### config.mk
export PLATFORM = sky130hd
export DESIGN_NAME = card_bank_top
export DESIGN_NICKNAME = d
export VERILOG_FILES = /design/src/design/card_pkg.sv /design/src/design/io_decoder.sv /design/src/design/test_card.sv /design/src/design/io_response_merge.sv /design/src/design/card_bank_top.sv
export SDC_FILE = /design/constraint.sdc
export NUM_CORES = 2
export LEC_CHECK = 0
export BUFFER_PORTS_ARGS = -buffer_cell sky130_fd_sc_hd__buf_2
export CAP_MARGIN = 10
export CELL_PAD_IN_SITES_DETAIL_PLACEMENT = 0
export CELL_PAD_IN_SITES_GLOBAL_PLACEMENT = 1
export CORE_UTILIZATION = 46
export DETAILED_ROUTE_END_ITERATION = 7
export GPL_ROUTABILITY_DRIVEN = 0
export PLACE_DENSITY_LB_ADDON = 0.1
export SLEW_MARGIN = 20
export SYNTH_ARGS = -nofsm -noshare
export SYNTH_HDL_FRONTEND = slang
export SYNTH_HIERARCHICAL = 1
export SYNTH_SLANG_ARGS = --single-unit
export TNS_END_PERCENT = 30
### constraint.sdc
create_clock -name nr -period 5.87 [get_ports nr]
set_clock_uncertainty 0.2 [all_clocks]
set_input_delay 0.2935 -clock nr [delete_from_list [all_inputs] [get_ports nr]]
set_output_delay 0.2935 -clock nr [all_outputs]
set_load 0.02 [all_outputs]
### src/design/card_pkg.sv
//////////////////////////////////////////////////////////////////////
// Shared types for the test card bank on the 16-bit I/O backplane
// Bus request, per-card select and per-card response structs
// Register offsets inside each four-address card window
// Modules refer to these by scoped names such as card_pkg::card_sel_t
//////////////////////////////////////////////////////////////////////

`default_nettype none

package card_pkg;

   localparam int DATA_W = 16;                  // Backplane data bus
   localparam int ADDR_W = 24;                  // Backplane address bus

   // Register map within one card
   localparam logic [1:0] REG_PORT_A  = 2'd0;   // Operand A
   localparam logic [1:0] REG_PORT_B  = 2'd1;   // Operand B
   localparam logic [1:0] REG_PRODUCT = 2'd2;   // Low half of A*B, read only
   localparam logic [1:0] REG_TIMER   = 2'd3;   // Countdown and interrupt

   typedef struct packed {
      logic              strobe;                // One-cycle request strobe
      logic              io;                    // I/O space when set
      logic              write;                 // Write when set
      logic [ADDR_W-1:0] addr;
      logic [DATA_W-1:0] data;                  // Write data
   } bus_req_t;

   typedef struct packed {
      logic              strobe;                // Access inside the window
      logic              write;
      logic [1:0]        offset;                // Register within the card
      logic [DATA_W-1:0] data;
   } card_sel_t;

   typedef struct packed {
      logic              rd_valid;              // One-cycle read strobe
      logic [DATA_W-1:0] rd_data;
      logic              irq;                   // Level
   } card_rsp_t;

   // Width of a card index, never below one bit
   function automatic int idx_w(input int n);
      return (n > 1) ? $clog2(n) : 1;
   endfunction

endpackage

`default_nettype wire

### src/design/io_decoder.sv
//////////////////////////////////////////////////////////////////////
// Address decoder for the card window
// Registers each bus request once and turns I/O cycles that fall in
// CARD_BASE .. CARD_BASE+4*N_CARDS-1 into a card select plus a
// one-hot hit vector. Memory cycles and other I/O give no hit.
// Latency from req to sel and hit is one cycle.
//////////////////////////////////////////////////////////////////////

`timescale 1ns/1ps
`default_nettype none

module io_decoder #(
   parameter int                          N_CARDS   = 4,
   parameter logic [card_pkg::ADDR_W-1:0] CARD_BASE = 24'h3F0
) (
   input  wire logic               nr,                // Bus clock
   input  wire logic               reset,             // Sync, active high
   input  wire card_pkg::bus_req_t req,               // Incoming bus cycle
   output card_pkg::card_sel_t     sel,               // Same copy to all cards
   output logic [N_CARDS-1:0]      hit                // One-hot card select
);

   typedef logic [card_pkg::ADDR_W-1:0] addr_t;

   localparam addr_t WIN_SIZE = addr_t'(4 * N_CARDS); // Four registers per card

   addr_t              diff;                          // Offset from card 0
   logic               in_window;                     // Valid I/O hit
   logic [N_CARDS-1:0] hit_d;                         // Next hit vector

   //////////////////////////////////////////////////////////////////////
   // Window compare
   //////////////////////////////////////////////////////////////////////

   // Addresses below the base wrap to a large offset and miss the window
   assign diff      = req.addr - CARD_BASE;
   assign in_window = req.strobe & req.io & (diff < WIN_SIZE);

   always_comb begin
      for (int k = 0; k < N_CARDS; k++) begin
         hit_d[k] = in_window && ((diff >> 2) == addr_t'(k)); // Card k slot
      end
   end

   //////////////////////////////////////////////////////////////////////
   // Select register
   //////////////////////////////////////////////////////////////////////

   always_ff @(posedge nr) begin
      sel.write  <= req.write;                        // Payload
      sel.offset <= diff[1:0];                        // Register within card
      sel.data   <= req.data;
      if (reset) begin
         sel.strobe <= 1'b0;
         hit        <= '0;
      end else begin
         sel.strobe <= in_window;                     // Only window accesses
         hit        <= hit_d;
      end
   end

   //////////////////////////////////////////////////////////////////////
   // Checks
   //////////////////////////////////////////////////////////////////////

   // Never more than one card addressed at once
   a_hit_onehot0 : assert property (@(posedge nr) disable iff (reset)
      $onehot0(hit))
      else $error("io_decoder: hit vector not one-hot");

endmodule

`default_nettype wire

### src/design/test_card.sv
//////////////////////////////////////////////////////////////////////
// One test card on the I/O backplane
// Two operand ports, a product readback and a countdown timer that
// raises a level interrupt when it expires. Acts only when the
// decoder strobe and this card's hit bit are both set. Reads answer
// one cycle after the select, writes land at the end of the select.
//////////////////////////////////////////////////////////////////////

`timescale 1ns/1ps
`default_nettype none

module test_card (
   input  wire logic                nr,               // Bus clock
   input  wire logic                reset,            // Sync, active high
   input  wire card_pkg::card_sel_t sel,              // Decoded access
   input  wire logic                hit,              // This card addressed
   output card_pkg::card_rsp_t      rsp               // Read data and irq
);

   logic [card_pkg::DATA_W-1:0] port_a;               // Operand A
   logic [card_pkg::DATA_W-1:0] port_b;               // Operand B
   logic [card_pkg::DATA_W-1:0] product;              // Low half of A*B
   logic [card_pkg::DATA_W-1:0] count;                // Timer count
   logic                        armed;                // Timer running or expired
   logic                        irq;

   logic                        access;               // Strobe for this card
   logic                        wr_access;
   logic                        rd_access;
   logic                        timer_wr;             // Write to REG_TIMER

   logic                        rd_valid_q;
   logic [card_pkg::DATA_W-1:0] rd_data_q;

   assign access    = sel.strobe & hit;
   assign wr_access = access & sel.write;
   assign rd_access = access & ~sel.write;
   assign timer_wr  = wr_access & (sel.offset == card_pkg::REG_TIMER);

   assign product = port_a * port_b;                  // Truncated to 16 bits

   //////////////////////////////////////////////////////////////////////
   // Operand ports
   //////////////////////////////////////////////////////////////////////

   always_ff @(posedge nr) begin
      if (reset) begin
         port_a <= '0;
         port_b <= '0;
      end else if (wr_access) begin
         case (sel.offset)
            card_pkg::REG_PORT_A: port_a <= sel.data;
            card_pkg::REG_PORT_B: port_b <= sel.data;
            default: ;                                // Product is read only
         endcase
      end
   end

   //////////////////////////////////////////////////////////////////////
   // Countdown timer
   //////////////////////////////////////////////////////////////////////

   // A new write always wins over the running count
   always_ff @(posedge nr) begin
      if (reset) begin
         count <= '0;
         armed <= 1'b0;
      end else if (timer_wr) begin
         count <= sel.data;                           // Load new period
         armed <= |sel.data;                          // Zero disarms
      end else if (armed && (count != '0)) begin
         count <= count - 1'b1;                       // One per cycle
      end
   end

   assign irq = armed & (count == '0);                // Held until rewritten

   //////////////////////////////////////////////////////////////////////
   // Read path
   //////////////////////////////////////////////////////////////////////

   always_ff @(posedge nr) begin
      if (reset) begin
         rd_valid_q <= 1'b0;
      end else begin
         rd_valid_q <= rd_access;                     // One cycle later
      end
   end

   always_ff @(posedge nr) begin
      if (rd_access) begin
         case (sel.offset)
            card_pkg::REG_PORT_A:  rd_data_q <= port_a;
            card_pkg::REG_PORT_B:  rd_data_q <= port_b;
            card_pkg::REG_PRODUCT: rd_data_q <= product;
            default:               rd_data_q <= count;  // REG_TIMER
         endcase
      end
   end

   assign rsp = '{
      rd_valid: rd_valid_q,
      rd_data:  rd_data_q,
      irq:      irq
   };

   //////////////////////////////////////////////////////////////////////
   // Checks
   //////////////////////////////////////////////////////////////////////

   // Once raised the interrupt holds with an empty count until rewritten
   a_irq_sticky : assert property (@(posedge nr) disable iff (reset)
      irq && !timer_wr |=> irq && (count == '0))
      else $error("test_card: interrupt dropped without a timer write");

endmodule

`default_nettype wire

### src/design/io_response_merge.sv
//////////////////////////////////////////////////////////////////////
// Response merge for the card bank
// Purely combinational. ORs read data from the cards that flag
// rd_valid into one response, ORs the interrupts into one level and
// picks the lowest-numbered pending card as irq_card.
//////////////////////////////////////////////////////////////////////

`timescale 1ns/1ps
`default_nettype none

module io_response_merge #(
   parameter int N_CARDS = 4
) (
   input  wire card_pkg::card_rsp_t                card_rsp [N_CARDS], // Per card
   output card_pkg::card_rsp_t                     rsp,                // Merged
   output logic [card_pkg::idx_w(N_CARDS)-1:0]     irq_card            // Lowest pending
);

   localparam int IDX_W = card_pkg::idx_w(N_CARDS);

   logic [N_CARDS-1:0] rd_valid_vec;                  // Responders this cycle

   //////////////////////////////////////////////////////////////////////
   // Merge and priority pick
   //////////////////////////////////////////////////////////////////////

   always_comb begin
      rsp      = '0;
      irq_card = '0;
      // Walk downward so the lowest pending card is the last to win
      for (int k = N_CARDS - 1; k >= 0; k--) begin
         rd_valid_vec[k] = card_rsp[k].rd_valid;
         if (card_rsp[k].rd_valid) begin
            rsp.rd_valid = 1'b1;
            rsp.rd_data  = rsp.rd_data | card_rsp[k].rd_data;
         end
         if (card_rsp[k].irq) begin
            rsp.irq  = 1'b1;
            irq_card = IDX_W'(k);                     // Overwritten by lower cards
         end
      end
   end

   //////////////////////////////////////////////////////////////////////
   // Checks
   //////////////////////////////////////////////////////////////////////

   // Two readers would corrupt the OR. Deferred to skip settle glitches
   always_comb begin
      a_one_reader : assert final ($onehot0(rd_valid_vec))
         else $error("io_response_merge: more than one card answered a read");
   end

endmodule

`default_nettype wire

### src/design/card_bank_top.sv
//////////////////////////////////////////////////////////////////////
// Top level of the test card bank
// One decoder feeds N_CARDS identical cards, whose responses are
// merged into a single read response and interrupt. A read strobe
// in cycle t returns rsp.rd_valid in cycle t+2. irq_card names the
// lowest-numbered card with a pending interrupt.
//////////////////////////////////////////////////////////////////////

`timescale 1ns/1ps
`default_nettype none

module card_bank_top #(
   parameter int                          N_CARDS   = 4,      // Cards on the bus
   parameter logic [card_pkg::ADDR_W-1:0] CARD_BASE = 24'h3F0 // I/O address of card 0
) (
   input  wire logic                           nr,            // Bus clock
   input  wire logic                           reset,         // Sync, active high
   input  wire card_pkg::bus_req_t             req,           // One request per strobe
   output card_pkg::card_rsp_t                 rsp,           // Read data and irq
   output logic [card_pkg::idx_w(N_CARDS)-1:0] irq_card       // Valid while rsp.irq
);

   card_pkg::card_sel_t sel;                          // Broadcast select
   logic [N_CARDS-1:0]  hit;                          // One-hot card index
   card_pkg::card_rsp_t card_rsp [N_CARDS];           // Per-card responses

   //////////////////////////////////////////////////////////////////////
   // Decode, cards, merge
   //////////////////////////////////////////////////////////////////////

   io_decoder #(
      .N_CARDS   (N_CARDS),
      .CARD_BASE (CARD_BASE)
   ) u_decoder (
      .nr    (nr),
      .reset (reset),
      .req   (req),
      .sel   (sel),
      .hit   (hit)
   );

   for (genvar k = 0; k < N_CARDS; k++) begin : g_card
      test_card u_card (
         .nr    (nr),
         .reset (reset),
         .sel   (sel),
         .hit   (hit[k]),                             // Own slot only
         .rsp   (card_rsp[k])
      );
   end

   io_response_merge #(
      .N_CARDS (N_CARDS)
   ) u_merge (
      .card_rsp (card_rsp),
      .rsp      (rsp),
      .irq_card (irq_card)
   );

endmodule

`default_nettype wire

* Word level (Yosys, flattened, before mapping)
Index checks and enable logic that the tools add are counted.
Word-level totals: register bits after elaboration 288, output and inout bits 20, word-level logic and storage cells 126
Cells by class: $add $sub $neg 5, multiply operators 4, magnitude comparators 1, equal/unequal tests 6, multiplexer cells 24, bitwise operators 26, reduce and logical (&&, ||, !) cells 31
Operators by type and width (count):
- one-hot mux 16 bit (3 select lines) | 4
- two-way mux 16 bit | 8
- two-way mux 17 bit | 4
- zero test 16 bit | 4
- multiplier 16 x 16 -> 16 bit | 4
- nonzero test 16 bit | 4
- subtractor 16 x 1 -> 16 bit (second input constant) | 4
- OR 16 bit | 3
- == test 22 x 2 -> 1 bit (second input constant) | 2
- zero test 24 bit | 1
- < comparator 24 x 5 -> 1 bit (second input constant) | 1
- subtractor 24 x 10 -> 24 bit (second input constant) | 1
- bitwise AND 1 bit | 22
- == test 22 x 1 -> 1 bit (second input constant) | 1
- AND reduction 2 bit | 8
- OR reduction 16 bit | 1
- logical AND 1 bit | 8
- two-way mux 2 bit | 4
- nonzero test 2 bit | 4
- == test 2 bit (second input constant) | 2
- two-way mux 1 bit | 4
- == test 2 x 1 -> 1 bit (second input constant) | 1
- zero test 2 bit | 1
- inverter 1 bit | 1

* Longest topological paths before layout
word-level depth 7, gate-level depth with buffers 20, mapped depth without buffers 19

* Cells and area by module
Netlist, hierarchy kept.
By module, submodules not included:
- test_card at g_card[1].u_card | times used 1, cells an instance 783, area each 6949.2 um2
- test_card at g_card[3].u_card | times used 1, cells an instance 789, area each 6949.2 um2
- test_card at g_card[0].u_card | times used 1, cells an instance 783, area each 6927.9 um2
- test_card at g_card[2].u_card | times used 1, cells an instance 780, area each 6915.4 um2
- io_decoder | times used 1, cells an instance 39, area each 613.1 um2
- io_response_merge | times used 1, cells an instance 64, area each 389.1 um2

* Worst setup path before layout
OpenSTA, ideal clock, no wires.
kind reg-to-reg, from reg g_card[0].u_card/port_a[1] in the netlist's numbering, to reg g_card[0].u_card/rd_data_q[15] in the netlist's numbering, data pin, setup time 0.272 ns, arrival 5.350 ns, required time 5.398 ns, setup slack 0.048 ns, stages on the path, launching flop included 18, path buffers 1, period minus slack after synthesis 5.822 ns, cell sequence dfxtp_1 > clkbuf_1 > nand2_1 > fa_1 > fa_1 > inv_1 > fa_1 > fa_1 > inv_1 > fa_1 > fa_1 > xor2_1 > xnor2_1 > xnor2_2 > xnor2_1 > xnor3_1 > xnor2_1 > mux4_2
On the way: cells in the longest elaborated chain, start to end 2
Ends and longest elaborated chain:
- start: declaration | RTL line test_card.sv:20 | logic [card_pkg::DATA_W-1:0] port_a;
- start signal: assignment | RTL line test_card.sv:52 | card_pkg::REG_PORT_A: port_a <= sel.data;
- multiplier 16 x 16 -> 16 bit | RTL line test_card.sv:40 | assign product = port_a * port_b;
- one-hot mux 16 bit (3 select lines) | RTL line test_card.sv:92 | case (sel.offset)
- end signal: assignment | RTL line test_card.sv:93 | card_pkg::REG_PORT_A: rd_data_q <= port_a;
- end signal: assignment | RTL line test_card.sv:94 | card_pkg::REG_PORT_B: rd_data_q <= port_b;
- end signal: assignment | RTL line test_card.sv:95 | card_pkg::REG_PRODUCT: rd_data_q <= product;
- end: declaration | RTL line test_card.sv:33 | logic [card_pkg::DATA_W-1:0] rd_data_q;
No other way between the ends. A chain may end at the register's enable or synchronous reset.

* Worst setup path in the final report
from reg g_card[0].u_card/port_a[2] in the netlist's numbering, to reg g_card[0].u_card/rd_data_q[15] in the netlist's numbering, data pin
Same word-level chain as after synthesis.

==> results.sh <==
export IMPL_via_count=22990
export IMPL_synth_area_sq_um=28740
export IMPL_power_density_nw_per_um2=133.0
export IMPL_hold_viol=0
export IMPL_synth_edf_count=64
export IMPL_track_usage_pct=28.57
export IMPL_cts_root_buf="clkbuf_16"
export IMPL_switching_share_pct=23.14
export IMPL_synth_top_cell_area_share_pct=22.29
export IMPL_grt_max_degree=106
export IMPL_drive_above_1_share_pct=16.19
export IMPL_finalSetupTns_ns=0
export IMPL_fin_cells=4290
export IMPL_dr_first_iter_drc_count=1587
export IMPL_synth_top_cell_by_area="fa_1"
export IMPL_synth_area_per_cell_sq_um=8.877
export IMPL_cts_tree="yes"
export IMPL_synth_fp_nets=3803
export IMPL_critPathBufInv=6
export IMPL_fill_cells=5788
export IMPL_crit_path_max_fanout=4
export IMPL_critPathLaunchType="flip-flop"
export IMPL_grt_pass1_vias=23730
export IMPL_synth_compound_area_share_pct=7.709
export IMPL_antenna_found_initial=1
export IMPL_yosys_warnings=6
export IMPL_portBuffers=64
export IMPL_ys_top_cells_by_area="fa_1 22%, dfxtp_1 16%, ha_1 8.7%"
export IMPL_postSynthCellCount=3238
export IMPL_fin_crit_ns=5.741
export IMPL_crit_required_ns=5.93
export IMPL_diodes=0
export IMPL_cts_num_sinks=288
export IMPL_ir_drop_v=0.0001508
export IMPL_synthToLayoutAreaGrowth_pct=15.48
export IMPL_hold_path_class="in2reg"
export IMPL_start_util_pct=46.58
export IMPL_multi_input_area_sq_um=20130
export IMPL_slew_headroom_pct=21.93
export IMPL_drc_errors=0
export IMPL_power_share_combinational_pct=3.7
export IMPL_place_inst=4194
export IMPL_crit_chain="buf_6, and2_1, fa_1, inv_1, fa_1, inv_1, ha_2, fa_1, fa_1, inv_2, fa_1, inv_2, ha_4, buf_4, a311o_1, nand3_2, a31oi_2, xnor2_1, mux4_2"
export IMPL_synth_distinct_cells=71
export IMPL_yosys_area_share_simple_pct=19.68
export IMPL_dieArea_sq_um=63490
export IMPL_cpLargestDelayFamily="adder cells"
export IMPL_finalCritPeriodShare_pct=97.80
export IMPL_max_cap_viol_count=0
export IMPL_wl_per_cell_microns=20.76
export IMPL_end_kind="flip-flop"
export IMPL_holdWs_ns=0.08080
export IMPL_path_class="reg2reg"
export IMPL_dr_pass1_iters=7
export IMPL_power_total_uw=4416
export IMPL_synth_most_common_cell="nand2_1"
export IMPL_clock_fmax_ghz=0.1742
export IMPL_cts_htree_levels=2
export IMPL_tightest_slew_ns=1.169
export IMPL_ys_flop_type="dfxtp_1"
export IMPL_clk_pin_slew_ns=0.06
export IMPL_post_route_util_pct=53.79
export IMPL_fp_coreArea_sq_um=61710
export IMPL_pin_count=65
export IMPL_yosys_top_cells_count="587 x nand2_1, 470 x inv_1, 320 x fa_1, 284 x and2_1, 224 x dfxtp_1"
export IMPL_p_seq_share_pct=46.2
export IMPL_die_w_microns=252.0
export IMPL_synthAdderAreaFrac_pct=30.99
export IMPL_grt_pass1_wl_mm=138.9
export IMPL_synth_seq_area_share_pct=22.29
export IMPL_cts_path_max_buffers=3
export IMPL_async_flop_share_pct=0
export IMPL_overflow=0
export IMPL_crit_slowest_cell="fa_1"
export IMPL_rows=91
export IMPL_slew_violations=0
export IMPL_p_leak_uw=0.01448
export IMPL_die_y_microns=252.0
export IMPL_synthMuxAreaShare_pct=4.375
export IMPL_routed_via_density=5.360
export IMPL_cpMostUsedCell="fa_1"
export IMPL_ys_ff_latch=288
export IMPL_dp_hpwl_mm=67.62
export IMPL_insertion_delay_ns=0.54
export IMPL_synth_xor_area_share_pct=6.216
export IMPL_drtAntennaViolNets=0
export IMPL_p_switching_uw=1022
export IMPL_internal_power_uw=3394
export IMPL_arrival_ns=5.80
export IMPL_status="complete, no violations"
export IMPL_fin_nets=3993
export IMPL_synth_top_family_by_area="adder cells"
export IMPL_seq_area_sq_um=6509
export IMPL_cts_buffers=34
export IMPL_max_stage_delay_ns=0.58
export IMPL_wl_mm=89.07
export IMPL_rsz0062_at_grt="true"
export IMPL_pwr_share_clk_pct=50.1
export IMPL_setup_viol=0
## final cells by class
type,instances,share of cell area (%)
inverter,470,5.315
sequential,288,19.61
tap,837,3.155
timing repair buffer,334,7.859
clock inverter,16,0.5541
multi-input combinational,2300,60.64
clock buffer,45,2.872
## worst reg2reg max path, cell delays in order (launching register included)
cell	delay [ns]
dfxtp_4	0.36
buf_6	0.13
and2_1	0.17
fa_1	0.54
inv_1	0.06
fa_1	0.53
inv_1	0.05
ha_2	0.18
fa_1	0.47
fa_1	0.58
inv_2	0.04
fa_1	0.49
inv_2	0.05
ha_4	0.21
buf_4	0.13
a311o_1	0.44
nand3_2	0.14
a31oi_2	0.10
xnor2_1	0.15
mux4_2	0.45
## logic make-up after synthesis
group                      Yosys count
xor gates and xnor gates           196
DFF                                288
AOI/OAI and AO/OA                  357
buffers and inverters              650
muxes                               59
and+or+nand+nor                   1168
adders and majority gates          520
## flip-flops by register name, summed over array words and instances (netlist names)
signal	cells
g_card.u_card/count	64
g_card.u_card/port_a	64
g_card.u_card/port_b	64
g_card.u_card/rd_data_q	64
u_decoder/sel	20
g_card.u_card/armed	4
g_card.u_card/rd_valid_q	4
u_decoder/hit	4
## final timing paths
path	startpoint	endpoint	slack [ns]	cells after the start
setup / recovery	g_card[0].u_card/port_a[2]	g_card[0].u_card/rd_data_q[15]	0.13	19
setup reg to reg	g_card[0].u_card/port_a[2]	g_card[0].u_card/rd_data_q[15]	0.13	19
hold reg to reg	u_decoder/hit[3]	g_card[3].u_card/rd_valid_q	0.26	2
hold / removal	req[29]	u_decoder/sel[19]	0.08	4
## timing repair
item                       in CTS  in global routing
setup endpoints to repair      10                 20
hold buffers                   28                  0
hold endpoints to repair       24                  0
pin swaps                       9                 52
resized for setup              19                121
buffers inserted                0                  8
## routing by layer
layer	vias up	global-route usage (%)	routed length, microns
li1	10710	-	-
met1	11530	39.92	39320
met2	645	46.78	41920
met3	108	4.312	6167
met4	0	6.234	1656
met5	-	0	0
## through the flow
| stage | worst slack, ns | cell area (sq um) |
|---|---|---|
| 3_3_place_gp | -0.04975 | 31300 |
| 6_report | 0.1291 | 33190 |
| 3_5_place_dp | -0.1090 | 31300 |
| 5_1_grt | -0.02788 | 33190 |
| 4_1_cts | 0.003586 | 32750 |
| 2_1_floorplan | 0.04787 | 28740 |
## power by group through the flow
stage	Sequential, uW	Combinational (uW)	Clock, uW
global route	2040	171	2310
global placement	2090	148	0
finish	2040	163	2210
detailed placement	2090	149	0
floorplan	2090	68.4	0
CTS	2050	162	2250
## layout by cell type, fill, tap and decap left out, drive strengths merged, types with 59 or more instances in the layout
cell type	count
nand2	587
inv	472
fa	320
buf	306
and2	284
dfxtp	224
ha	200
a21oi	169
xnor2	147
nor2	120
edfxtp	64
a211oi	59
No activity file was read; power rests on OpenSTA's default activity.
